[src/rtl/exec_macros.svh]
`ifndef EXEC_MACROS_SVH
`define EXEC_MACROS_SVH

// Operand, result and branch target width
`define EXEC_DATA_W 32

// Pointer adjust lanes, feeding results 2 to 4
`define EXEC_NUM_LANES 3

// ALU result plus one per lane
`define EXEC_NUM_RES (`EXEC_NUM_LANES + 1)

// Operand size code width (byte, word, dword)
`define EXEC_OPSIZE_W 2

// Opcode field width
`define EXEC_OP_W 4

// Lane action field width
`define EXEC_LANE_MODE_W 2

`endif

[src/rtl/exec_flags_pkg.sv]
`include "exec_macros.svh"

package exec_flags_pkg;

    // Architectural flags kept by the stage
    typedef struct packed {
        logic cf;   // Carry
        logic zf;   // Zero
        logic sf;   // Sign
        logic df;   // Direction, used by MOVS
    } eflags_t;

    // JCC condition select
    typedef enum logic [1:0] {
        cond_always = 2'd0,
        cond_carry  = 2'd1,
        cond_zero   = 2'd2,
        cond_none   = 2'd3   // Never taken
    } br_cond_e;

    // Branch resolution sent back to fetch
    typedef struct packed {
        logic                    valid;
        logic                    taken;
        logic                    correct;  // Prediction matched
        logic [`EXEC_DATA_W-1:0] target;   // Next fetch address
    } br_result_t;

endpackage

[src/rtl/exec_types_pkg.sv]
`include "exec_macros.svh"

package exec_types_pkg;

    // Micro-op codes handled by this stage
    typedef enum logic [`EXEC_OP_W-1:0] {
        op_add, op_and, op_or, op_not, op_mov,
        op_cmovc, op_xchg, op_movs, op_push, op_pop,
        op_jcc, op_cld, op_std
    } exec_op_e;

    // Decoded micro-op
    typedef struct packed {
        exec_op_e                  op;
        logic [`EXEC_OPSIZE_W-1:0] opsize;      // 0 byte, 1 word, 2 dword
        exec_flags_pkg::br_cond_e  cond;        // JCC only
        logic                      pred_taken;
        logic [`EXEC_DATA_W-1:0]   pred_target;
    } exec_uop_t;

    typedef struct packed {
        logic [`EXEC_DATA_W-1:0] op1;
        logic [`EXEC_DATA_W-1:0] op2;
        logic [`EXEC_DATA_W-1:0] op3;
        logic [`EXEC_DATA_W-1:0] op4;
    } exec_operands_t;

    typedef enum logic [`EXEC_LANE_MODE_W-1:0] {
        lane_pass, lane_add_step, lane_sub_step, lane_replace
    } lane_mode_e;

    typedef struct packed {
        lane_mode_e              mode;
        logic [`EXEC_DATA_W-1:0] repl;  // Used by lane_replace
    } lane_ctrl_t;

    // Index 0 is result 1 (ALU), 1..3 are the lanes
    typedef struct packed {
        logic [`EXEC_NUM_RES-1:0][`EXEC_DATA_W-1:0] res;
        logic [`EXEC_NUM_RES-1:0]                   we;
    } exec_result_t;

endpackage

[src/rtl/exec_retire.sv]
`timescale 1ns/100ps
`include "exec_macros.svh"

module exec_retire (
    input  logic                              clk,
    input  logic                              rst_n,
    input  logic                              valid_in,
    input  logic                              stall,
    input  logic                              skip,
    input  exec_types_pkg::exec_result_t      result_c,
    input  exec_flags_pkg::eflags_t           flags_new,
    input  exec_flags_pkg::eflags_t           flag_we,
    input  exec_flags_pkg::br_cond_e          cond,
    input  logic                              pred_taken,
    input  logic [`EXEC_DATA_W-1:0]           pred_target,
    input  logic [`EXEC_DATA_W-1:0]           branch_target,
    input  logic [`EXEC_DATA_W-1:0]           next_eip,
    input  logic                              is_jcc,
    output exec_flags_pkg::eflags_t           flags,
    output logic                              valid_out,
    output exec_types_pkg::exec_result_t      result,
    output exec_flags_pkg::br_result_t        br
);

    logic accept;
    logic taken_c;
    logic correct_c;
    logic [`EXEC_DATA_W-1:0] target_c;

    exec_flags_pkg::eflags_t flags_q;
    logic                    valid_q;
    logic                    br_valid_q;
    logic [`EXEC_NUM_RES-1:0] we_q;
    logic [`EXEC_NUM_RES-1:0][`EXEC_DATA_W-1:0] data_q;
    logic                    br_taken_q;
    logic                    br_correct_q;
    logic [`EXEC_DATA_W-1:0] br_target_q;

    assign accept = valid_in & ~stall;

    // Branch resolves against flags from before this micro-op
    always_comb begin
        case (cond)
            exec_flags_pkg::cond_always: taken_c = 1'b1;
            exec_flags_pkg::cond_carry:  taken_c = flags_q.cf;
            exec_flags_pkg::cond_zero:   taken_c = flags_q.zf;
            default:                     taken_c = 1'b0;
        endcase
    end

    assign target_c  = taken_c ? branch_target : next_eip;
    assign correct_c = (pred_taken == taken_c) && (!taken_c || pred_target == branch_target);

    always_ff @(posedge clk) begin
        if (!rst_n) begin
            flags_q    <= '0;
            valid_q    <= 1'b0;
            br_valid_q <= 1'b0;
            we_q       <= '0;
        end else begin
            valid_q    <= accept & ~skip;   // Low during stall so nothing repeats
            br_valid_q <= accept & is_jcc;
            we_q       <= (accept & ~skip) ? result_c.we : '0;
            if (accept) begin
                flags_q <= (flags_q & ~flag_we) | (flags_new & flag_we);
            end
        end
    end

    // Payload held across stalls
    always_ff @(posedge clk) begin
        if (accept) begin
            data_q       <= result_c.res;
            br_taken_q   <= taken_c;
            br_correct_q <= correct_c;
            br_target_q  <= target_c;
        end
    end

    assign flags      = flags_q;
    assign valid_out  = valid_q;
    assign result.res = data_q;
    assign result.we  = we_q;
    assign br.valid   = br_valid_q;
    assign br.taken   = br_taken_q;
    assign br.correct = br_correct_q;
    assign br.target  = br_target_q;

    br_needs_valid_a: assert property (@(posedge clk) disable iff (!rst_n)
        br.valid |-> valid_out);

endmodule

[config.mk]
export PLATFORM = sky130hd
export DESIGN_NAME = exec_retire
export DESIGN_NICKNAME = d
export VERILOG_FILES = /design/src/rtl/exec_flags_pkg.sv /design/src/rtl/exec_types_pkg.sv /design/src/rtl/exec_retire.sv
export VERILOG_INCLUDE_DIRS = /design/src /design/src/rtl
export SDC_FILE = /design/constraint.sdc
export NUM_CORES = 1
export LEC_CHECK = 0
export BUFFER_PORTS_ARGS = -buffer_cell sky130_fd_sc_hd__buf_4
export CORE_AREA = 10 10 152 154
export DETAILED_ROUTE_END_ITERATION = 16
export DIE_AREA = 0 0 162 164
export HOLD_SLACK_MARGIN = 0.03
export SYNTH_ARGS = -nofsm -noshare
export SYNTH_HDL_FRONTEND = slang
export SYNTH_SLANG_ARGS = --single-unit
[constraint.sdc]
create_clock -name clk -period 7.1 [get_ports clk]
set_clock_uncertainty 0.1 [all_clocks]
set_input_delay 0.355 -clock clk [delete_from_list [all_inputs] [get_ports clk]]
set_output_delay 0.355 -clock clk [all_outputs]
set_load 0.01 [all_outputs]
# Yosys cells after proc, flatten, opt, wreduce, memory -nomap -nowiden
# Index checks and enable logic that the tools add are counted.
[word_totals]
reg_bits = 172
input_bits = 245
out_inout_bits = 172
word_cells = 34
[op_classes]
n_eq_ne = 4
mux = 2
bitwise_logic = 9
n_reduce_logical = 5
[op_table]
columns = ["cell", "n"]
rows = [
  ["$eq 32x32->1", 1],
  ["$mux 32", 1],
  ["$and 4x4->4", 2],
  ["$not 4->4", 1],
  ["$or 4x4->4", 1],
  ["$and 1x1->1", 3],
  ["$pmux 1 s3", 1],
  ["$eq 2x1->1 const B", 1],
  ["$eq 2x2->1 const B", 1],
  ["$logic_not 2->1", 1],
  ["$not 1->1", 2],
  ["$reduce_and 2->1", 1],
  ["$eq 1x1->1", 1],
  ["$logic_and 1x1->1", 1],
  ["$logic_not 1->1", 1],
  ["$logic_or 1x1->1", 1],
]

# Logic depth before layout (Yosys ltp)
[logic_depth]
word_depth = 5
mapped_depth = 5
ltp_nobuf = 4

# Worst setup path before layout
# No wires, ideal clock.
[synth_path]
path_type = "input-to-reg"
startpoint = "in valid_in"
endpoint = "reg br_correct_q (enable)"
setup_time_ps = 589
arrival_ps = 5063
required_time_ps = 6411
setup_slack_ps = 1348
path_stages = 2
n_path_buf = 1
cell_sequence = "nor2b_1 -> buf_1"
[synth_between]
elab_chain_cells = 1
[synth_lines]
columns = ["item", "line_no", "text"]
rows = [
  ["from (decl)", "exec_retire.sv:7", "input logic valid_in,"],
  ["$and 1x1->1", "exec_retire.sv:39", "assign accept = valid_in & ~stall;"],
  ["named net accept", "exec_retire.sv:25", "logic accept;"],
  ["to (signal assigned)", "exec_retire.sv:75", "br_correct_q <= correct_c;"],
  ["to (decl)", "exec_retire.sv:36", "logic br_correct_q;"],
]
# The timed path passes the listed nets, and every way through them passes these cells.
# A chain may end at the register's enable or synchronous reset.

# Worst setup path in the final report
[layout_path]
startpoint = "in stall"
endpoint = "reg data_q, in the netlist result[36] (enable)"
[layout_between]
elab_chain_cells = 2
[layout_lines]
columns = ["item", "line_no", "text"]
rows = [
  ["from (decl)", "exec_retire.sv:8", "input logic stall,"],
  ["$not 1->1", "exec_retire.sv:39", ""],
  ["$and 1x1->1", "exec_retire.sv:39", ""],
  ["to (signal assigned)", "exec_retire.sv:73", "data_q <= result_c.res;"],
  ["to (decl)", "exec_retire.sv:34", "logic [`EXEC_NUM_RES-1:0][`EXEC_DATA_W-1:0] data_q;"],
]
# No other way between the ends.

==> results.cfg <==
[critical_path]
path_max_fanout = 91
cp_slowest_cell = buf_4
path_cells = buf_4 > nor2b_4 > buf_4
startpoint = stall
path_class = primary input to register
r2r_setup_slack_ns = 4.93
r2r_end = br_target_q[21]$_DFFE_PP_
crit_path_end = result[36]$_DFFE_PP_
required_ns = 7.04
worstPathArrival_ns = 2.15
cpPeakStageDelay_ns = 0.97
critPathCaptureType = register
start_kind = primary input
reg2regPathDepth = 3
cp_common_cell = buf_4

[status]
status = completed

[logic_synthesis]
avgSynthCellArea_um2 = 21.20
synth_edf_count = 162
yosys_warnings = 0
synthCells = 283
synth-seq-cells = 172
syn-num-nets = 528
syn_area_mm2 = 0.006000
async_flop_share = 0
yosysUniqueCellTypes = 22
ys_seq_area_frac = 0.8442
ys.flop_type = edfxtp_1

[detailed_routing]
drt_first_pass_iters = 4
detail-route-antenna-nets = 0
drt_iter0_drc = 240
vias = 4830
routedWlPerCell_um = 21.45
totalWireLength_um = 24280
via_per_inst = 4.267
drcViolationCount = 0

[pwr]
powerDensity_mw_per_mm2 = 217.7
total_power_uw = 2470
peakVddDrop_v = 0.0001412
leakage_uw = 0.004770

[placed_design]
io_buffers = 416
gp_congestion = 0.7668
dp_slack_ns = 4.436
dpl.hpwl_um = 18340

[sta]
timing.fmax_mhz = 452.6
period_minus_slack_ns = 2.210
final-setup-viol-count = 0
min_period_over_period = 0.3112
finalHoldViolCount = 0
worstMarginPinSlew_ns = 1.170
finalMaxSlewViolations = 0
fin_setup_tns_ns = 0
grt_setup_unrepaired = no
fin_ws_ns = 4.890
slew_headroom = 0.2180

[die]
initial_core_util = 0.2994
fp.dieH_um = 164
die_area_mm2 = 0.02657
num_rows = 52
die_w_um = 162
ios = 417
core-area_mm2 = 0.02004

[global_route]
grt_use_total = 0.1716
grt_max_degree = 92
grt_pass1_wl_um = 34040
gr-total-overflow = 0
antenna_found_initial = 2
grt_pass1_vias = 5492

[cts]
clk-insertion-delay-late_ns = 0.41
cts_max_level = 4
cts_buffers = 17
clkTransAtPathRegs_ns = 0.07
cts_setup_buffers = 0
clock-sinks = 172
cts-root-buf = clkbuf_16
clockBufferDepth = 2
cts_tree = yes

[layout]
final_nets = 1091
area_growth_pct = 89.13
final_core_util = 0.5662
drive_gt1_frac = 0.5646

[hold_path]
min-delay-path-class = primary input to register
worstHoldPathCells = 2

[job]
cap_violations = 0
==> stage by stage <==
stage / hold slack (ns) / instances / area (um^2)
floorplan: 0.3539 / 283 / 6000
global placement: 0.3566 / 964 / 9430
detailed placement: 0.3763 / 964 / 9430
CTS: 0.05043 / 1129 / 11340
global route: 0.05946 / 1131 / 11340
finish: 0.07660 / 1132 / 11350
==> Yosys cell counts, types with 2 or more instances <==
library cell / n / area, um^2
mux2_2: 32 / 360.4
buf_4: 5 / 37.54
nor4_1: 7 / 43.79
and2_1: 4 / 25.02
dfxtp_1: 10 / 200.2
xor2_1: 31 / 271.5
nand3_1: 5 / 25.02
nand4_1: 2 / 12.51
a21boi_0: 4 / 30.03
nand2_1: 9 / 33.78
nor2b_1: 2 / 12.51
edfxtp_1: 162 / 4865
==> per-layer routing <==
layer	global-route usage	vias up	wire (um)
met4	0.05170	0	384
met3	0.06158	25	1890
li1	-	2219	-
met5	0	-	0
met2	0.3255	255	13610
met1	0.1713	2331	8391
==> cell type report <==
type / count / area (um^2)
fill: 1593 / 8692
sequential: 172 / 5065
timing repair buffer: 551 / 4469
multi-input combinational: 104 / 889.6
clock buffer: 17 / 425.4
tap: 270 / 337.8
clock inverter: 15 / 152.6
antenna: 3 / 7.507
==> report_power, final <==
group | internal [uW] | switching [uW] | total [uW]
sequential | 1180 | 19.6 | 1200
combinational | 227 | 147 | 373
clock | 466 | 430 | 896
total | 1870 | 597 | 2470
==> registers in the layout (all words and copies together) (netlist names), named ones only <==
register	flops
result	128
br_target_q	32
we_q	4
br_correct_q	1
br_taken_q	1
br_valid_q	1
valid_out	1
==> worst max-delay path, delay by kind of cell <==
kind                   cells  cell delay, ns
buffers and inverters      2            1.09
AND/OR/NAND/NOR            1            0.61
==> cell families (layout without fill, tap and decap cells) <==
logic type                count (synthesis)  in the layout  synth area share
buffers and inverters                     7            583          0.008759
and+or+nand+nor                          34             34           0.03128
other                                     0              3                 0
DFF                                     172            172            0.8442
xor gates and xnor gates                 32             32           0.04672
muxes                                    32             32           0.06006
AOI/OAI and AO/OA                         6              6          0.008969
==> worst min-delay path by stage <==
stage                  startpoint                    end  slack [ns]
global placement         register               register        0.36
finish                     is_jcc  br_valid_q$_SDFF_PN0_        0.08
detailed placement       register               register        0.38
CTS                        is_jcc  br_valid_q$_SDFF_PN0_        0.05
global route               is_jcc  br_valid_q$_SDFF_PN0_        0.06
floorplan           result_c[100]  result[100]$_DFFE_PP_        0.35
==> cells in the final DEF (no fill, tap or decap), types with 2 or more instances in the layout <==
cell type	Yosys	layout
a21boi_0	4	4
and2_1	4	4
buf_4	5	418
clkbuf_16	0	17
clkinv_8	0	4
clkinvlp_4	0	2
dfxtp_1	10	10
diode_2	0	3
dlygate4sd3_1	0	133
edfxtp_1	162	162
inv_6	0	5
mux2_2	32	32
nand2_1	9	9
nand3_1	5	5
nand4_1	2	2
nor4_1	7	7
xor2_1	31	31
==> timing repair <==
item / in CTS / in global routing
endpoints found under the setup margin: 0 / 0
hold buffers: 133 / 0
endpoints found under the hold margin: 133 / 0
resized for setup: 0 / 0
Note: power is estimated with default switching activity, not from simulation.
