**config.mk**
```make
export PLATFORM = sky130hd
export DESIGN_NAME = ptr_adjust_lane
export DESIGN_NICKNAME = d
export VERILOG_FILES = /design/src/rtl/exec_flags_pkg.sv /design/src/rtl/exec_types_pkg.sv /design/src/rtl/ptr_adjust_lane.sv
export VERILOG_INCLUDE_DIRS = /design/src /design/src/rtl
export SDC_FILE = /design/constraint.sdc
export NUM_CORES = 1
export LEC_CHECK = 0
export CORE_MARGIN = 2
export CORE_UTILIZATION = 55
export DETAILED_ROUTE_END_ITERATION = 16
export DONT_BUFFER_PORTS = 1
export PLACE_DENSITY = 0.71
export SETUP_SLACK_MARGIN = 0.3
export SYNTH_ARGS = -nofsm -noshare
export SYNTH_HDL_FRONTEND = slang
export SYNTH_SLANG_ARGS = --single-unit
```
**constraint.sdc**
```tcl
create_clock -name vclk -period 4.22
set_input_delay 0.422 -clock vclk [all_inputs]
set_output_delay 0.422 -clock vclk [all_outputs]
set_load 0.03 [all_outputs]
```
**src/rtl/exec_macros.svh**
```systemverilog
`ifndef EXEC_MACROS_SVH
`define EXEC_MACROS_SVH

// Operand, result and branch target width
`define EXEC_DATA_W 32

// Pointer adjust lanes, feeding results 2 to 4
`define EXEC_NUM_LANES 3

// ALU result plus one per lane
`define EXEC_NUM_RES (`EXEC_NUM_LANES + 1)

// Operand size code width (byte, word, dword)
`define EXEC_OPSIZE_W 2

// Opcode field width
`define EXEC_OP_W 4

// Lane action field width
`define EXEC_LANE_MODE_W 2

`endif

```
**src/rtl/exec_flags_pkg.sv**
```systemverilog
`include "exec_macros.svh"

package exec_flags_pkg;

    // Architectural flags kept by the stage
    typedef struct packed {
        logic cf;   // Carry
        logic zf;   // Zero
        logic sf;   // Sign
        logic df;   // Direction, used by MOVS
    } eflags_t;

    // JCC condition select
    typedef enum logic [1:0] {
        cond_always = 2'd0,
        cond_carry  = 2'd1,
        cond_zero   = 2'd2,
        cond_none   = 2'd3   // Never taken
    } br_cond_e;

    // Branch resolution sent back to fetch
    typedef struct packed {
        logic                    valid;
        logic                    taken;
        logic                    correct;  // Prediction matched
        logic [`EXEC_DATA_W-1:0] target;   // Next fetch address
    } br_result_t;

endpackage

```
**src/rtl/exec_types_pkg.sv**
```systemverilog
`include "exec_macros.svh"

package exec_types_pkg;

    // Micro-op codes handled by this stage
    typedef enum logic [`EXEC_OP_W-1:0] {
        op_add, op_and, op_or, op_not, op_mov,
        op_cmovc, op_xchg, op_movs, op_push, op_pop,
        op_jcc, op_cld, op_std
    } exec_op_e;

    // Decoded micro-op
    typedef struct packed {
        exec_op_e                  op;
        logic [`EXEC_OPSIZE_W-1:0] opsize;      // 0 byte, 1 word, 2 dword
        exec_flags_pkg::br_cond_e  cond;        // JCC only
        logic                      pred_taken;
        logic [`EXEC_DATA_W-1:0]   pred_target;
    } exec_uop_t;

    typedef struct packed {
        logic [`EXEC_DATA_W-1:0] op1;
        logic [`EXEC_DATA_W-1:0] op2;
        logic [`EXEC_DATA_W-1:0] op3;
        logic [`EXEC_DATA_W-1:0] op4;
    } exec_operands_t;

    typedef enum logic [`EXEC_LANE_MODE_W-1:0] {
        lane_pass, lane_add_step, lane_sub_step, lane_replace
    } lane_mode_e;

    typedef struct packed {
        lane_mode_e              mode;
        logic [`EXEC_DATA_W-1:0] repl;  // Used by lane_replace
    } lane_ctrl_t;

    // Index 0 is result 1 (ALU), 1..3 are the lanes
    typedef struct packed {
        logic [`EXEC_NUM_RES-1:0][`EXEC_DATA_W-1:0] res;
        logic [`EXEC_NUM_RES-1:0]                   we;
    } exec_result_t;

endpackage

```
**src/rtl/ptr_adjust_lane.sv**
```systemverilog
`timescale 1ns/100ps
`include "exec_macros.svh"

module ptr_adjust_lane (
    input  logic [`EXEC_OPSIZE_W-1:0]    opsize,
    input  logic [`EXEC_DATA_W-1:0]      operand,
    input  exec_types_pkg::lane_ctrl_t   ctrl,
    output logic [`EXEC_DATA_W-1:0]      result
);

    logic [`EXEC_DATA_W-1:0] step;

    // Byte, word, dword
    always_comb begin
        case (opsize)
            2'd0:    step = `EXEC_DATA_W'd1;
            2'd1:    step = `EXEC_DATA_W'd2;
            2'd2:    step = `EXEC_DATA_W'd4;
            default: step = '0;
        endcase
    end

    always_comb begin
        case (ctrl.mode)
            exec_types_pkg::lane_add_step: result = operand + step;
            exec_types_pkg::lane_sub_step: result = operand - step;
            exec_types_pkg::lane_replace:  result = ctrl.repl;   // XCHG
            default:                       result = operand;
        endcase
    end

    always_comb begin
        if (ctrl.mode inside {exec_types_pkg::lane_add_step,
                              exec_types_pkg::lane_sub_step}) begin
            step_size_a: assert ($isunknown(opsize) || opsize != 2'd3)
                else $error("ptr_adjust_lane: step with reserved opsize");
        end
    end

endmodule

```
=== After elaboration in Yosys (flattened, before gate mapping) ===
Cells that the tools add are included.

* Mux-type cells: 2
* $add $sub $neg: 2
* Reductions and logical operators: 1
* Eq/ne operators: 5

{| class="wikitable"
|+ Operators with widths
! cell !! number
|-
| $pmux W32 S3 || 1
|-
| $add A32 B32 Y32 || 1
|-
| $sub A32 B32 Y32 || 1
|-
| $pmux W3 S3 || 1
|-
| $eq A2 B2 Y1 const B || 3
|-
| $eq A2 B1 Y1 const B || 2
|-
| $logic_not A2 Y1 || 1
|}

* Output and inout bits: 32
* Word-level logic and storage cells: 10
* Register bits: 0

=== Longest topological paths before layout ===
* Word-level depth: 4
* Depth in mapped cells: 13
* Depth with buffers taken out: 12

=== Worst setup path after synthesis ===
No wires, ideal clock.

* Path kind: input to output
* From: in ctrl[32] (netlist name)
* To: out result[30]
* Stages: 13
* Data required time: 3.798 ns
* Data arrival time: 3.693 ns
* Setup slack: 0.105 ns
* Buffers on the path: 1
* Cells stage by stage: inv_1 > ha_1 > a21o_1 > ha_1 > clkbuf_1 > a21o_1 > a21o_1 > a2111oi_0 > a211o_1 > a31oi_1 > nor3_1 > nor3_1 > o311ai_1

* Word-level cells in the longest chain between the ends: 2
* Elaborated cells between the ends (all ways): 4
* Classes of those cells: eq/ne (3); mux (1)

{| class="wikitable"
|+ Ends and longest elaborated chain
! what !! line !! source
|-
| start, declared || ptr_adjust_lane.sv:7 || <nowiki>input exec_types_pkg::lane_ctrl_t ctrl,</nowiki>
|-
| $eq A2 B2 Y1 or $eq A2 B1 Y1 (tied branches) || ptr_adjust_lane.sv:24 || <nowiki>case (ctrl.mode)</nowiki>
|-
| $pmux W32 S3 (*) || ptr_adjust_lane.sv:24 ||
|-
| end, declared || ptr_adjust_lane.sv:8 || <nowiki>output logic [`EXEC_DATA_W-1:0] result</nowiki>
|}

Every way passes the cells marked *; elsewhere a longest branch is shown, timed or not.

=== Worst setup path in the final report ===
* From: in ctrl[32] (netlist name)
* To: out result[29]

Same word-level chain as after synthesis.

==> impl_metrics.env <==
export IMPL_synth_seq_area_share_pct=0
export IMPL_place_worst_setup_slack_ps=244
export IMPL_achievable_frequency_mhz=271
export IMPL_post_synth_most_frequent_cells="sky130_fd_sc_hd__a21oi_1, sky130_fd_sc_hd__ha_1, sky130_fd_sc_hd__nand2_1, sky130_fd_sc_hd__inv_1, sky130_fd_sc_hd__a21o_1"
export IMPL_synth_most_common_cell="sky130_fd_sc_hd__a21oi_1"
export IMPL_synth_top_cell_area_share_pct=17.6
export IMPL_post_cts_hold_buffer_count=0
export IMPL_post_synth_fa_ha_maj_area_fraction_pct=18.4
export IMPL_combined_area_of_the_multi_input_logic_cells_um2=2350
export IMPL_cp_depth=13
export IMPL_cell_breakdown_of_the_critical_path="inv_1 -> ha_1 -> a21o_4 -> ha_2 -> nand4_2 -> a211oi_4 -> nor3_2 -> a2111oi_2 -> o211ai_1 -> o21a_1 -> xor2_1 -> o221ai_2 -> buf_4"
export IMPL_synth_compound_area_share_pct=46.0
export IMPL_postSynthCellCount=374
export IMPL_criticalPathCategory="in -> out"
export IMPL_total_number_of_placement_rows=24
export IMPL_worst_slew_pin_slew_ps=963
export IMPL_holdCritStartpoint="operand[2]"
export IMPL_remaining_drc_errors=0
export IMPL_synth_simple_gate_area_share_pct=17.1
export IMPL_n_antenna_cell=0
export IMPL_worst_hold_path_type="in -> out"
export IMPL_fraction_of_synthesized_area_in_multiplexers_pct=0.854
export IMPL_grt_remaining_overflow=0
export IMPL_finalCriticalPeriod_ps=3690
export IMPL_setup_viol=0
export IMPL_final_critical_path_setup_slack_ps=529
export IMPL_floorplan_core_area_um2=4350
export IMPL_worst_setup_sp_type="input pin"
export IMPL_critical_path_arrival_ps=3270
export IMPL_finalCritPeriodShare_pct=87.5
export IMPL_max_cap_violations=0
export IMPL_yosys_top_cell_by_area="sky130_fd_sc_hd__ha_1"
export IMPL_pin_count=100
export IMPL_setup_tns_ps=0
export IMPL_xor_xnor_share_of_the_synthesized_area_pct=9.14
export IMPL_clock_buffers=0
export IMPL_fp_dieW_um=71.3
export IMPL_totalWireLength_um=7150
export IMPL_crit_path_required_time_ps=3800
export IMPL_synth_net_count=478
export IMPL_routed_wire_per_std_cell_um=16.7
export IMPL_synth_top_cells_by_area="sky130_fd_sc_hd__ha_1, sky130_fd_sc_hd__a21oi_1, sky130_fd_sc_hd__a21o_1"
export IMPL_status="finished, final reports clean"
export IMPL_critPathMaxFanout=18
export IMPL_post_synth_num_cell_types=56
export IMPL_vdd_ir_drop_max_mv=0.132
export IMPL_synth_warning_count=0
export IMPL_regArea_um2=0
export IMPL_critPathBufInv=2
export IMPL_worst_slew_margin_rel_pct=35.7
export IMPL_grt_first_pass_wirelength_um=11600
export IMPL_total_die_area_um2=5080
export IMPL_rsz0062_at_grt="false"
export IMPL_filler_cell_count_in_the_final_layout=430
export IMPL_worstSetupEndpointType="output pin"
export IMPL_slew_viol_final=0
export IMPL_mappedNetlistArea_um2=2490
export IMPL_number_of_violations_reported_at_the_end_of_detailed_routing_iteration_0=128
export IMPL_worst_hold_path_num_cells=2
export IMPL_timing_hold_worst_endpoint="result[2]"
export IMPL_drt_pass1_iterations=4
export IMPL_final_antenna_net_count=0
export IMPL_postSynthAreaPerCell_um2=6.66
export IMPL_die_height_um=71.3
export IMPL_detailed_place_hpwl_um=5610
export IMPL_largest_family_of_logic_cells_by_synthesized_area="compound AO/OA/AOI/OAI gates"
export IMPL_power_leakage_nw=1.26
export IMPL_start_util_pct=57.2
export IMPL_hold_violations=0
export IMPL_layout_sequential_cells=0
export IMPL_critical_path_top_delay_family="compound AO/OA/AOI/OAI gates"
export IMPL_crit_path_top_delay_cell="sky130_fd_sc_hd__ha_2"
export IMPL_share_of_final_layout_standard_cells_stronger_than_drive_strength_1_pct=14.3
export IMPL_finalNetCount=483
export IMPL_first_global_vias=2540
export IMPL_vias=2851
export IMPL_area_growth_from_synthesis_to_final_layout_pct=10.5
export IMPL_grt_max_degree=55
export IMPL_via_per_inst=6.65
export IMPL_powerDensity_nw_per_um2=239
export IMPL_groute_usage_overall_pct=26.7
export IMPL_placement_io_buffers=0
export IMPL_globalplace_congestion=0.907
export IMPL_critical_path_max_stage_delay_ps=410
export IMPL_number_of_antenna_violations_at_the_first_check_in_global_routing=0
-- cells by family after synthesis --
logic type | after synthesis
compound gates | 168
xor+xnor | 26
fa+ha+maj | 36
buf+inv | 55
mux | 2
simple gates | 87
-- where the power goes --
| part | internal [mW] | switching (mW) | leakage (nW) |
|---|---|---|---|
| logic | 0.254 | 0.405 | 1.26 |
| registers | 0 | 0 | 0 |
| clock network | 0 | 0 | 0 |
-- placed cells by master (no fill, tap or decap), types with 2 or more instances in the layout --
cell type                    n
sky130_fd_sc_hd__a21oi_1    43
sky130_fd_sc_hd__buf_4      31
sky130_fd_sc_hd__nand2_1    30
sky130_fd_sc_hd__ha_1       30
sky130_fd_sc_hd__inv_1      26
sky130_fd_sc_hd__a21o_1     24
sky130_fd_sc_hd__nor2_1     21
sky130_fd_sc_hd__o21ai_0    20
sky130_fd_sc_hd__xnor2_1    16
sky130_fd_sc_hd__a22oi_1    16
sky130_fd_sc_hd__a221oi_1   15
sky130_fd_sc_hd__xor2_1     10
sky130_fd_sc_hd__o21ai_1    10
sky130_fd_sc_hd__nand4_1     7
sky130_fd_sc_hd__a31oi_1     5
sky130_fd_sc_hd__nand3_1     5
sky130_fd_sc_hd__nand2b_1    4
sky130_fd_sc_hd__o21bai_1    4
sky130_fd_sc_hd__ha_2        4
sky130_fd_sc_hd__o211ai_1    3
sky130_fd_sc_hd__o31a_1      3
sky130_fd_sc_hd__and3_1      3
sky130_fd_sc_hd__nor3_1      3
sky130_fd_sc_hd__o21a_1      3
sky130_fd_sc_hd__a211oi_1    3
sky130_fd_sc_hd__nor2b_1     2
sky130_fd_sc_hd__nor3_2      2
sky130_fd_sc_hd__and4_1      2
sky130_fd_sc_hd__a211o_1     2
sky130_fd_sc_hd__a2111oi_2   2
-- metal layers --
| metal | global-route usage [%] | vias to the layer above | routed length, um |
|---|---|---|---|
| li1 | - | 1424 | - |
| met1 | 36.6 | 1329 | 3190 |
| met2 | 48.0 | 94 | 3510 |
| met4 | 2.31 | 0 | 57 |
| met5 | 0 | - | 0 |
| met3 | 0.985 | 4 | 381 |
-- layout make-up --
class / count / share of cell area [%]
multi-input cells: 319 / 85.5
repair buffers: 31 / 8.45
inverters: 27 / 3.68
well taps: 52 / 2.36
-- worst max path at each step --
stage	start	end	slack [ps]
2_1_floorplan	ctrl[32]	result[19]	360
3_3_place_gp	ctrl[32]	result[31]	340
3_5_place_dp	ctrl[32]	result[31]	240
4_1_cts	ctrl[32]	result[31]	380
5_1_grt	ctrl[32]	result[30]	350
6_report	ctrl[32]	result[29]	530
-- metrics by stage --
| step | utilization [%] | hold slack (ps) | cells | cell area [um^2] | power, mW |
|---|---|---|---|---|---|
| 3_3_place_gp | 61.7 | 1070 | 429 | 2690 | 0.632 |
| 5_1_grt | 63.2 | 1070 | 429 | 2750 | 0.718 |
| 2_1_floorplan | - | 1030 | 374 | 2500 | 0.494 |
| 6_report | 63.2 | 1070 | 429 | 2750 | 0.659 |
| 3_5_place_dp | 61.7 | 1070 | 429 | 2690 | 0.640 |
| 4_1_cts | 61.8 | 1070 | 429 | 2690 | 0.643 |
-- what timing repair did --
item | 4_1_cts | 5_1_grt
endpoints found under the setup margin | 5 | 6
resized for setup | 1 | 13
buffers inserted | 0 | 0
(Power assumes the default switching activity.)
