### src/rtl/exec_macros.svh
`ifndef EXEC_MACROS_SVH
`define EXEC_MACROS_SVH

// Operand, result and branch target width
`define EXEC_DATA_W 32

// Pointer adjust lanes, feeding results 2 to 4
`define EXEC_NUM_LANES 3

// ALU result plus one per lane
`define EXEC_NUM_RES (`EXEC_NUM_LANES + 1)

// Operand size code width (byte, word, dword)
`define EXEC_OPSIZE_W 2

// Opcode field width
`define EXEC_OP_W 4

// Lane action field width
`define EXEC_LANE_MODE_W 2

`endif

### src/rtl/exec_flags_pkg.sv
`include "exec_macros.svh"

package exec_flags_pkg;

    // Architectural flags kept by the stage
    typedef struct packed {
        logic cf;   // Carry
        logic zf;   // Zero
        logic sf;   // Sign
        logic df;   // Direction, used by MOVS
    } eflags_t;

    // JCC condition select
    typedef enum logic [1:0] {
        cond_always = 2'd0,
        cond_carry  = 2'd1,
        cond_zero   = 2'd2,
        cond_none   = 2'd3   // Never taken
    } br_cond_e;

    // Branch resolution sent back to fetch
    typedef struct packed {
        logic                    valid;
        logic                    taken;
        logic                    correct;  // Prediction matched
        logic [`EXEC_DATA_W-1:0] target;   // Next fetch address
    } br_result_t;

endpackage

### src/rtl/exec_types_pkg.sv
`include "exec_macros.svh"

package exec_types_pkg;

    // Micro-op codes handled by this stage
    typedef enum logic [`EXEC_OP_W-1:0] {
        op_add, op_and, op_or, op_not, op_mov,
        op_cmovc, op_xchg, op_movs, op_push, op_pop,
        op_jcc, op_cld, op_std
    } exec_op_e;

    // Decoded micro-op
    typedef struct packed {
        exec_op_e                  op;
        logic [`EXEC_OPSIZE_W-1:0] opsize;      // 0 byte, 1 word, 2 dword
        exec_flags_pkg::br_cond_e  cond;        // JCC only
        logic                      pred_taken;
        logic [`EXEC_DATA_W-1:0]   pred_target;
    } exec_uop_t;

    typedef struct packed {
        logic [`EXEC_DATA_W-1:0] op1;
        logic [`EXEC_DATA_W-1:0] op2;
        logic [`EXEC_DATA_W-1:0] op3;
        logic [`EXEC_DATA_W-1:0] op4;
    } exec_operands_t;

    typedef enum logic [`EXEC_LANE_MODE_W-1:0] {
        lane_pass, lane_add_step, lane_sub_step, lane_replace
    } lane_mode_e;

    typedef struct packed {
        lane_mode_e              mode;
        logic [`EXEC_DATA_W-1:0] repl;  // Used by lane_replace
    } lane_ctrl_t;

    // Index 0 is result 1 (ALU), 1..3 are the lanes
    typedef struct packed {
        logic [`EXEC_NUM_RES-1:0][`EXEC_DATA_W-1:0] res;
        logic [`EXEC_NUM_RES-1:0]                   we;
    } exec_result_t;

endpackage

### src/rtl/exec_alu.sv
`timescale 1ns/100ps
`include "exec_macros.svh"

module exec_alu (
    input  exec_types_pkg::exec_op_e         alu_op,
    input  logic [`EXEC_OPSIZE_W-1:0]        opsize,
    input  logic [`EXEC_DATA_W-1:0]          op1,
    input  logic [`EXEC_DATA_W-1:0]          op2,
    output logic [`EXEC_DATA_W-1:0]          result,
    output exec_flags_pkg::eflags_t          flags_new
);

    logic [`EXEC_DATA_W:0] sum;   // Extra bit is the carry out

    assign sum = {1'b0, op1} + {1'b0, op2};

    always_comb begin
        result    = '0;
        flags_new = '0;

        case (alu_op)
            exec_types_pkg::op_add: begin
                result       = sum[`EXEC_DATA_W-1:0];
                flags_new.cf = sum[`EXEC_DATA_W];
            end
            exec_types_pkg::op_and: result = op1 & op2;   // cf stays 0
            exec_types_pkg::op_or:  result = op1 | op2;
            exec_types_pkg::op_not: result = ~op1;
            exec_types_pkg::op_mov,
            exec_types_pkg::op_cmovc,
            exec_types_pkg::op_xchg: result = op2;
            exec_types_pkg::op_movs,
            exec_types_pkg::op_push,
            exec_types_pkg::op_pop: result = op1;

            // JCC, CLD and STD leave result 1 unwritten
            default: result = '0;
        endcase

        // Full width flags, masked later by flag_we
        flags_new.zf = (result == '0);
        flags_new.sf = result[`EXEC_DATA_W-1];
        flags_new.df = (alu_op == exec_types_pkg::op_std);
    end

    always_comb begin
        if (alu_op inside {exec_types_pkg::op_add, exec_types_pkg::op_and,
                           exec_types_pkg::op_or}) begin
            alu_size_a: assert ($isunknown(opsize) || opsize != 2'd3)
                else $error("exec_alu: reserved opsize on flag-setting op");
        end
    end

endmodule

### config.mk
export PLATFORM = sky130hd
export DESIGN_NAME = exec_alu
export DESIGN_NICKNAME = d
export VERILOG_FILES = /design/src/rtl/exec_flags_pkg.sv /design/src/rtl/exec_types_pkg.sv /design/src/rtl/exec_alu.sv
export VERILOG_INCLUDE_DIRS = /design/src /design/src/rtl
export SDC_FILE = /design/constraint.sdc
export NUM_CORES = 1
export LEC_CHECK = 0
export BUFFER_PORTS_ARGS = -buffer_cell sky130_fd_sc_hd__buf_2
export CAP_MARGIN = 5
export CORE_ASPECT_RATIO = 0.8
export CORE_MARGIN = 2
export CORE_UTILIZATION = 55
export DETAILED_ROUTE_END_ITERATION = 10
export PLACE_DENSITY = 0.89
export SYNTH_ARGS = -nofsm -noshare
export SYNTH_HDL_FRONTEND = slang
export SYNTH_SLANG_ARGS = --single-unit
### constraint.sdc
create_clock -name vclk -period 4.64
set_clock_uncertainty 0.15 [all_clocks]
set_input_delay 0.232 -clock vclk [all_inputs]
set_output_delay 0.232 -clock vclk [all_outputs]
set_load 0.05 [all_outputs]
After elaboration in Yosys (flattened, before gate mapping)
Index checks and enable logic that the tools add are counted. W data, S select, Z words.

Reductions and logical operators: 4. Add/subtract/negate cells: 1. Eq/ne operators: 10. Muxes and demuxes: 2. Bitwise gates (word level): 3.

Operators by type and width (count): $pmux W32 S6 (1); $add A32 B32 Y33 (1); $and A32 B32 Y32 (1); $logic_not A32 Y1 (1); $not A32 Y32 (1); $or A32 B32 Y32 (1); $eq A4 B3 Y1 const B (4); $eq A4 B4 Y1 const B (3); $eq A4 B2 Y1 const B (2); $reduce_or A3 Y1 (2); $eq A4 B1 Y1 const B (1); $logic_not A4 Y1 (1); $mux W1 (1).

Output and inout port bits: 36. Bits in registers: 0. Input bits: 70. Logic and storage cells: 20.

Longest topological paths before layout
Gate-level depths: netlist of run 1.

Depth after elaboration: 4. Gate-level depth with buffers: 13. Gate-level depth less buffers: 12.

Worst setup path after synthesis of run 1
OpenSTA, ideal clock, no wires.

Path kind: input to output. Start: in op1[0]. End: out flags_new[2] (netlist bit). Slack: -0.791 ns. Path buffers: 0. Arrival time: 5.049 ns. Required time: 4.258 ns. Stages: 12. Path through: ha_1 > fa_1 > a211o_1 > a211o_1 > o21ai_2 > xor2_1 > o211ai_1 > or4b_1 > or4_1 > or4_1 > or4_1 > nor4_2.

RTL lines: start: declaration (line exec_alu.sv:7) `` input logic [`EXEC_DATA_W-1:0] op1, ``; end: declaration (line exec_alu.sv:10) `output exec_flags_pkg::eflags_t flags_new`.

==> results of run 1 <==
[final cells by class]
| cell class | instances | area, sq um | share of cell area [%] |
|---|---|---|---|
| inverter | 69 | 259 | 5.43 |
| multi-input combinational | 486 | 3630 | 76.1 |
| tap | 87 | 109 | 2.28 |
| timing repair buffer | 135 | 772 | 16.2 |
[per-stage QoR]
stage	setup TNS, ps	instance area, sq um	utilization, %
after global placement	-30.7	4720	67.4
after detailed placement	-71.9	4720	67.4
final	0	4770	68.2
after floorplan	-561	4040	-
after CTS	0	4720	67.5
after global routing	0	4770	68.2
[what timing repair did]
item / CTS / global route
pin swaps: 1 / 3
setup buffers: 0 / 1
setup endpoints to repair: 1 / 1
endpoints found under the hold margin: 0 / 0
resized for setup: 2 / 10
[cells by family after synthesis]
family                     after synthesis  share of synthesized area, %
AOI/OAI and AO/OA                      214                          38.6
xor gates and xnor gates                26                          5.66
adders and majority gates               65                          20.4
and+or+nand+nor                        175                          22.9
muxes                                    6                          1.56
buffers and inverters                  101                          11.0
[power by group]
part	internal (W)	switching [W]
clock network	0	0
logic	0.000246	0.000451
registers	0	0
total	0.000246	0.000451
[placed cells by master (no fill, tap or decap), types with 4 or more instances in the layout]
| cell type | synthesis | routed |
|---|---|---|
| buf_2 | 5 | 101 |
| inv_1 | 69 | 69 |
| ha_1 | 64 | 63 |
| nand2_1 | 49 | 49 |
| nor2_1 | 41 | 41 |
| a21oi_1 | 34 | 33 |
| buf_4 | 2 | 31 |
| o21ai_0 | 26 | 25 |
| a21o_1 | 24 | 24 |
| a221oi_1 | 20 | 19 |
| xnor2_1 | 14 | 14 |
| o211ai_1 | 13 | 13 |
| a22oi_1 | 13 | 13 |
| nand3_1 | 12 | 12 |
| xor2_1 | 12 | 12 |
| a31oi_1 | 9 | 9 |
| nor3_1 | 9 | 9 |
| a211o_1 | 8 | 8 |
| nor2b_1 | 7 | 7 |
| a2bb2oi_1 | 7 | 7 |
| nand4_1 | 6 | 6 |
| nand2b_1 | 6 | 6 |
| o22ai_1 | 6 | 6 |
| a221o_1 | 6 | 6 |
| o221ai_1 | 5 | 5 |
| o21a_1 | 5 | 5 |
| and3_1 | 4 | 4 |
| nand3b_1 | 4 | 4 |
| and2_1 | 4 | 4 |
| or3_1 | 4 | 4 |
| mux2i_1 | 4 | 4 |
| a211oi_1 | 4 | 4 |
[worst max path at each step]
stage | depth (start not counted) | startpoint | slack, ps | to
3_5_place_dp | 15 | op1[0] | -70 | flags_new[2]
5_1_grt | 14 | op1[0] | 20 | flags_new[2]
6_report | 14 | op1[0] | 120 | flags_new[2]
3_3_place_gp | 14 | op1[0] | -30 | flags_new[2]
2_1_floorplan | 12 | op1[0] | -560 | flags_new[2]
4_1_cts | 14 | op1[0] | 30 | flags_new[2]
[metal layers]
| metal | GRT usage, % | vias up |
|---|---|---|
| met3 | 7.05 | 41 |
| li1 | - | 2391 |
| met4 | 4.38 | 0 |
| met1 | 49.0 | 2406 |
| met2 | 54.9 | 373 |
| met5 | 0 | - |
==> metrics, run 1 <==
top routing layer in use=met4; hold buffer count at cts=0; critical path buffer and inverter count=2; Synth Instances=587; most common cell in the netlist=inv_1; Synth Net Count=722; WP data arrival=4140 ps; Slew @ Worst Pin=1050 ps; fin cells=777; Hold Violations, Final=0; Req. time, crit path=4260 ps; diode count=0; CP Capture Type=primary output; Port Buffer Count=104; Met3 Wirelength=1950 microns; FF+latch area=0 sq um; Yosys top cell by area=ha_1; startpoint types=input port; maximum VDD drop=0.0831 mV; fin crit period=4520 ps; Synth top area share=19.9%; Antenna Nets Post-Route=0; row cnt=27; TritonRoute pass-1 iters=6; Leak Pwr=2.53 nW; final worst setup slack=120 ps; Final Max Slew Viols=0; Tot GR Track Use=34.5%; worst rel slew slack=29.6%; max-capacitance violation count=0; final setup vio count=0; global-route wire length before repair=22700 microns; Routed WL=14500 microns; vias per std cell=6.71; # DRC=0; placer congestion estimate=1.08; synth unique cells=80; total length of routed met2 wires=6090 microns; unrepaired setup endpoints after global routing=no; total gr overflow=0; largest cells by area after synthesis=ha_1 20%, inv_1 6.4%, nand2_1 4.6%; post-synthesis sequential area ratio=0%; Clock Buffer Count=0; hold_ws=857 ps; Die X-Extent=99.6 microns; Pwr Density=146 nW/um^2; core area=6990 sq um; Hold Path Depth=4; routed len/inst=18.7 microns; status=finished, final reports clean; syn_area_per_cell=6.85 sq um; delay-heaviest family, CP=simple AND/OR/NAND/NOR gates; dpl hpwl=11500 microns; Die ar.=8020 sq um; critical path type=input port to primary output; Tot Pwr=0.000697 W; DR vias=5211; die height=80.5 microns; pin count of the biggest net entering global routing=23; Fillers=610; vias in the first global route=4596; hold path startpoint=op1[26]; area delta synth->final=18.6%; Slowest cell on crit path=or4b_1; share of layout cells above drive strength 1=23.5%; placed cell count=776; Hold Path Sink=result[26]; Worst Hold Class=input port to primary output; Initial DRC Count=590; largest stage delay on the critical path=530 ps; synth warn=0; FMAX=221 MHz; Seq cells=0; Metal-1 WL=6180 microns; Final nets=827; pre-CTS setup slack=-71.9 ps; initial antenna violation count=0; Initial Utilization=57.5%; crit-path max FO=3; crit path cell chain=buf_6, ha_4, fa_2, a211o_1, a211o_1, o21ai_2, xor2_1, o211ai_1, or4b_1, or4_1, or4_4, or4_4, nor4_4, buf_6; period utilisation layout=97.4%; top cells by count, synth=69 x inv_1, 64 x ha_1, 49 x nand2_1; Syn Std Cell Area=4020 sq um; I/O pin total=106
No activity file was read; power rests on OpenSTA's default activity.
==> inputs of run 2 (changes only) <==
--- a/config.mk
+++ b/config.mk
@@ -8,11 +8,13 @@
 export LEC_CHECK = 0
 export BUFFER_PORTS_ARGS = -buffer_cell sky130_fd_sc_hd__buf_2
 export CAP_MARGIN = 5
+export CELL_PAD_IN_SITES_DETAIL_PLACEMENT = 1
+export CELL_PAD_IN_SITES_GLOBAL_PLACEMENT = 1
 export CORE_ASPECT_RATIO = 0.8
 export CORE_MARGIN = 2
-export CORE_UTILIZATION = 55
+export CORE_UTILIZATION = 40
 export DETAILED_ROUTE_END_ITERATION = 10
-export PLACE_DENSITY = 0.89
+export PLACE_DENSITY = 0.92
 export SYNTH_ARGS = -nofsm -noshare
 export SYNTH_HDL_FRONTEND = slang
 export SYNTH_SLANG_ARGS = --single-unit
==> run 2 against run 1 <==
Compared with the run above: sequential cell count is the same; combinational power grew 7.9%; global-route usage shrank 0.62 points; non-clock buffer count grew 12; routed wire length grew 30%; clock-buffer cell count is the same; hold slack gained 27 ps; maximum frequency shrank 2.3%.
==> metrics, run 2 (synthesized netlist as in run 1, its figures left out) <==
pin count of the biggest net entering global routing=21 (was 23); global-route wire length before repair=29500 microns (was 22700 microns); placed cell count=831 (was 776); row cnt=32 (was 27); Design Area, Final=4940 sq um (was 4770 sq um); startpoint types=input port (unchanged); # DRC=0 (unchanged); Tot GR Track Use=33.9% (was 34.5%); Clock Buffer Count=0 (unchanged); placer congestion estimate=0.975 (was 1.08); crit-path max FO=4 (was 3); Leak Pwr=2.59 nW (was 2.53 nW); Final Max Slew Viols=0 (unchanged); unrepaired setup endpoints after global routing=yes (was no); Port Buffer Count=104 (unchanged); commonest non-fill, non-tap cell in the layout=buf_2 (unchanged); die height=93.7 microns (was 80.5 microns); TritonRoute pass-1 iters=5 (was 6); hold buffer count at cts=0 (unchanged); core area=9730 sq um (was 6990 sq um); Routed WL=18900 microns (was 14500 microns); Seq cells=0 (unchanged); DR vias=5495 (was 5211); DP Area=4820 sq um (was 4720 sq um); WP data arrival=4250 ps (was 4140 ps); FMAX=216 MHz (was 221 MHz); dpl hpwl=14700 microns (was 11500 microns); period utilisation layout=99.7% (was 97.4%); I/O pin total=106 (unchanged); status=finished, final reports clean (unchanged); most frequent cells in the layout=101 x buf_2, 69 x inv_1, 63 x ha_1 (unchanged); CP Capture Type=primary output (unchanged); vias per std cell=6.56 (was 6.71); Die X-Extent=116 microns (was 99.6 microns); maximum VDD drop=0.0522 mV (was 0.0831 mV); final setup vio count=0 (unchanged); Pwr Density=152 nW/um^2 (was 146 nW/um^2); Fillers=1323 (was 610); fin cells=838 (was 777); Initial Utilization=41.3% (was 57.5%); routed len/inst=22.5 microns (was 18.7 microns); Slew @ Worst Pin=761 ps (was 1050 ps); pre-CTS setup slack=-239 ps (was -71.9 ps); total gr overflow=0 (unchanged); fin crit period=4630 ps (was 4520 ps); area delta synth->final=23.0% (was 18.6%); max-capacitance violation count=0 (unchanged); share of layout cells above drive strength 1=25.5% (was 23.5%); Req. time, crit path=4260 ps (about the same); final worst setup slack=12.4 ps (was 120 ps); Tot Pwr=0.000752 W (was 0.000697 W); Hold Violations, Final=0 (unchanged); initial antenna violation count=0 (unchanged); FF+latch area=0 sq um (unchanged); vias in the first global route=5599 (was 4596); Worst Hold Class=input port to primary output (unchanged); Final nets=839 (was 827); Die ar.=10900 sq um (was 8020 sq um); diode count=0 (unchanged); worst rel slew slack=48.8% (was 29.6%); Initial DRC Count=590 (unchanged); critical path type=input port to primary output (unchanged); Antenna Nets Post-Route=0 (unchanged)
==> run 2: stage by stage <==
stage | utilization (%) | setup TNS, ps | hold slack, ps
2_1_floorplan | - | -561 | 634
3_3_place_gp | 49.6 | -65.7 | 842
3_5_place_dp | 49.6 | -239 | 880
4_1_cts | 50.5 | 0 | 882
5_1_grt | 50.8 | -60.0 | 913
6_report | 50.8 | 0 | 884
==> run 2: critical path, stage by stage <==
cell	delay, ps
buf_2	120
inv_1	50
ha_1	320
a21oi_1	400
o21ai_0	190
or3b_2	500
a41o_1	280
o21ai_0	420
o31ai_1	180
xor2_1	190
a2111o_1	450
or4_4	550
nor4_4	160
buf_6	190
==> run 2: cell type report <==
type / count / area (sq um) / share of cell area, %
Inverter: 69 / 259 / 5.24
Multi-Input combinational cell: 486 / 3650 / 73.8
Tap cell: 136 / 170 / 3.44
Timing Repair Buffer: 147 / 866 / 17.5
==> run 2: what timing repair did <==
item	in CTS	in global routing
pin swaps	6	3
setup endpoints to repair	1	2
buffers inserted	7	0
resized for setup	8	10
==> run 2: routing by layer <==
metal / part of all wire, % / track usage (%) / up-vias / wire [microns]
met5: 0 / 0 / - / 0
met2: 46 / 55.7 / 345 / 8620
met4: 2.7 / 8.43 / 0 / 519
met1: 42 / 46.9 / 2679 / 7990
met3: 9.2 / 4.13 / 55 / 1750
li1: - / - / 2416 / -
==> run 2: final timing paths <==
| path | cells past startpoint | end | startpoint | slack [ps] |
|---|---|---|---|---|
| max | 14 | flags_new[2] | op1[14] | 10 |
| min | 4 | result[27] | op1[27] | 880 |
==> run 2: power breakdown <==
group / internal [W] / switching, W / total [W]
Combinational: 0.000260 / 0.000492 / 0.000752
Sequential: 0 / 0 / 0
Clock: 0 / 0 / 0
==> inputs of run 3 (changes only) <==
--- a/config.mk
+++ b/config.mk
@@ -6,15 +6,16 @@
 export SDC_FILE = /design/constraint.sdc
 export NUM_CORES = 1
 export LEC_CHECK = 0
+export ABC_AREA = 1
 export BUFFER_PORTS_ARGS = -buffer_cell sky130_fd_sc_hd__buf_2
 export CAP_MARGIN = 5
 export CELL_PAD_IN_SITES_DETAIL_PLACEMENT = 1
 export CELL_PAD_IN_SITES_GLOBAL_PLACEMENT = 1
 export CORE_ASPECT_RATIO = 0.8
 export CORE_MARGIN = 2
-export CORE_UTILIZATION = 40
+export CORE_UTILIZATION = 37
 export DETAILED_ROUTE_END_ITERATION = 10
-export PLACE_DENSITY = 0.92
+export PLACE_DENSITY = 0.91
 export SYNTH_ARGS = -nofsm -noshare
 export SYNTH_HDL_FRONTEND = slang
 export SYNTH_SLANG_ARGS = --single-unit
==> run 3 against run 2 <==
Compared with the run above: hold slack lost 130 ps; die area grew 17%; design area grew 1.0%; synthesized cell count grew 48%; critical path type unchanged.
==> metrics, run 3 <==
Seq cells=0 (unchanged); Yosys top cell by area=nand2_1 (was ha_1); pin count of the biggest net entering global routing=34 (was 21); Synth top area share=25.6% (was 19.9%); vias in the first global route=5785 (was 5599); Final Max Slew Viols=0 (unchanged); Hold Path Sink=flags_new[0] (was result[27]); placer congestion estimate=0.976 (was 0.975); # DRC=0 (unchanged); Tot Pwr=0.000667 W (was 0.000752 W); Hold Violations, Final=0 (unchanged); Design Area, Final=4990 sq um (was 4940 sq um); row cnt=35 (was 32); total gr overflow=0 (unchanged); most frequent cells in the layout=299 x nand2_1, 178 x inv_1, 104 x buf_2 (was 101 x buf_2, 69 x inv_1, 63 x ha_1); Clk pwr share=0% (about the same); period utilisation layout=71.9% (was 99.7%); Tot GR Track Use=26.4% (was 33.9%); synth warn=0 (unchanged); maximum VDD drop=0.0668 mV (was 0.0522 mV); final setup vio count=0 (unchanged); routed len/inst=15.6 microns (was 22.5 microns); status=finished, final reports clean (unchanged); Synth Net Count=1002 (was 722); Reg power frac=0% (about the same); die height=101 microns (was 93.7 microns); commonest non-fill, non-tap cell in the layout=nand2_1 (was buf_2); largest cells by area after synthesis=nand2_1 26%, ha_1 18%, inv_1 15% (was ha_1 20%, inv_1 6.4%, nand2_1 4.6%); largest stage delay on the critical path=490 ps (was 550 ps); sw frac=71.4% (was 65.4%); Comb power frac=100.0% (about the same); Syn Std Cell Area=4380 sq um (was 4020 sq um); crit-path max FO=4 (unchanged); Post-CTS Setup Bufs=0 (was 7); Port Buffer Count=104 (unchanged); dpl hpwl=14300 microns (was 14700 microns); post-CTS resize count=0 (was 8); core area=11500 sq um (was 9730 sq um); DR vias=5803 (was 5495); Req. time, crit path=4260 ps (about the same); Slowest cell on crit path=fa_1 (was or4_4); Leak Pwr=3.15 nW (was 2.59 nW); area delta synth->final=13.9% (was 23.0%); Final nets=1093 (was 839); worst rel slew slack=28.4% (was 48.8%); hold_ws=756 ps (was 884 ps); Hold Path Depth=4 (unchanged); Die ar.=12700 sq um (was 10900 sq um); diode count=0 (unchanged); Pwr Density=134 nW/um^2 (was 152 nW/um^2); post-synthesis sequential area ratio=0% (unchanged); Slew @ Worst Pin=1070 ps (was 761 ps); vias per std cell=5.26 (was 6.56); Initial Utilization=38.1% (was 41.3%); initial antenna violation count=0 (unchanged); WP data arrival=2950 ps (was 4250 ps); max-capacitance violation count=0 (unchanged); synth unique cells=34 (was 80); Synth Instances=867 (was 587); unrepaired setup endpoints after global routing=no (was yes); setup tns final=0 ps (unchanged); global-route wire length before repair=27800 microns (was 29500 microns); top cells by count, synth=299 x nand2_1, 178 x inv_1, 83 x nor2_1 (was 69 x inv_1, 64 x ha_1, 49 x nand2_1); Routed WL=17300 microns (was 18900 microns); critical path type=input port to primary output (unchanged); most common cell in the netlist=nand2_1 (was inv_1); fin crit period=3340 ps (was 4630 ps); TritonRoute pass-1 iters=5 (unchanged); CP Capture Type=primary output (unchanged); Worst path most repeated cell=nand2_1 (was o21ai_0); hold buffer count at cts=0 (unchanged); syn_area_per_cell=5.06 sq um (was 6.85 sq um); Initial DRC Count=311 (was 590); Antenna Nets Post-Route=0 (unchanged); startpoint types=input port (unchanged); FMAX=300 MHz (was 216 MHz); hold path startpoint=alu_op[2] (was op1[27]); I/O pin total=106 (unchanged); DP Area=4990 sq um (was 4820 sq um); crit path cell chain=buf_2, ha_1, fa_1, nand2_1, nand3_1, nand3_1, nand2_2, nand2_1, nand2_1, nand2_1, nand3_1, nand3_1, nand2_1, nor2_1, nand4_1, nor2_2, buf_2 (was buf_2, inv_1, ha_1, a21oi_1, o21ai_0, or3b_2, a41o_1, o21ai_0, o31ai_1, xor2_1, a2111o_1, or4_4, nor4_4, buf_6); FF+latch area=0 sq um (unchanged); Worst Hold Class=input port to primary output (unchanged); share of layout cells above drive strength 1=13.6% (was 25.5%); switching power=0.000476 W (was 0.000492 W); Int Pwr=0.000191 W (was 0.000260 W); Die X-Extent=126 microns (was 116 microns); Clock Buffer Count=0 (unchanged)
-- run 3: cell count changes in the layout (fill, tap and decap cells not counted), moves of 12 or more --
cell	change
a21o_1	-24
a21oi_1	-13
a221oi_1	-17
a22oi_1	-13
buf_4	-42
inv_1	+109
nand2_1	+250
nand2_2	+12
nand3_1	+51
nor2_1	+43
o21ai_0	-13
o22ai_1	+22
xnor2_1	-14
-- run 3: layout make-up --
type,instances,area [sq um]
Multi-Input combinational cell,667,3590
Tap cell,148,185
Fill cell,1778,6520
Inverter,184,691
Timing Repair Buffer,105,528
-- run 3: worst max path at each step --
stage | from | endpoint | slack [ps] | depth (start not counted)
6_report | op1[0] | flags_new[2] | 1300 | 17
5_1_grt | alu_op[3] | flags_new[2] | 1070 | 16
4_1_cts | op1[0] | flags_new[2] | 1390 | 17
3_5_place_dp | op1[0] | flags_new[2] | 1400 | 17
3_3_place_gp | op1[0] | flags_new[2] | 1450 | 17
2_1_floorplan | op1[0] | flags_new[2] | 1550 | 16
-- run 3: worst max-delay path: cells and delay by family --
family | cells | cell delay, ps
and+or+nand+nor | 13 | 1580
buffers and inverters | 2 | 380
adders and majority gates | 2 | 760
-- run 3: power by group through the flow --
stage | clock, W | combinational [W] | sequential [W]
after floorplan | 0 | 0.000466 | 0
after detailed placement | 0 | 0.000657 | 0
after global routing | 0 | 0.000733 | 0
after global placement | 0 | 0.000635 | 0
after CTS | 0 | 0.000660 | 0
final | 0 | 0.000667 | 0
-- run 3: routing by layer --
layer | part of all wire [%] | wire length (microns) | GRT usage [%]
met1 | 50 | 8590 | 37.8
met4 | 1.4 | 235 | 5.21
met2 | 43 | 7340 | 43.7
met3 | 6.3 | 1090 | 2.06
met5 | 0 | 0 | 0
-- run 3: through the flow --
step	worst slack (ps)	cells	util, %
2_1_floorplan	1550	867	-
3_3_place_gp	1450	1104	43.4
3_5_place_dp	1400	1104	43.4
4_1_cts	1390	1104	43.4
5_1_grt	1070	1104	43.4
6_report	1300	1104	43.4
-- run 3: logic make-up (layout without fill, tap and decap cells) --
| group | count (synthesis) | count (layout) | synth area share [%] |
|---|---|---|---|
| xor gates and xnor gates | 1 | 1 | 0.200 |
| and+or+nand+nor | 503 | 503 | 48.5 |
| buffers and inverters | 200 | 289 | 18.2 |
| AOI/OAI and AO/OA | 98 | 98 | 14.4 |
| adders and majority gates | 65 | 65 | 18.7 |
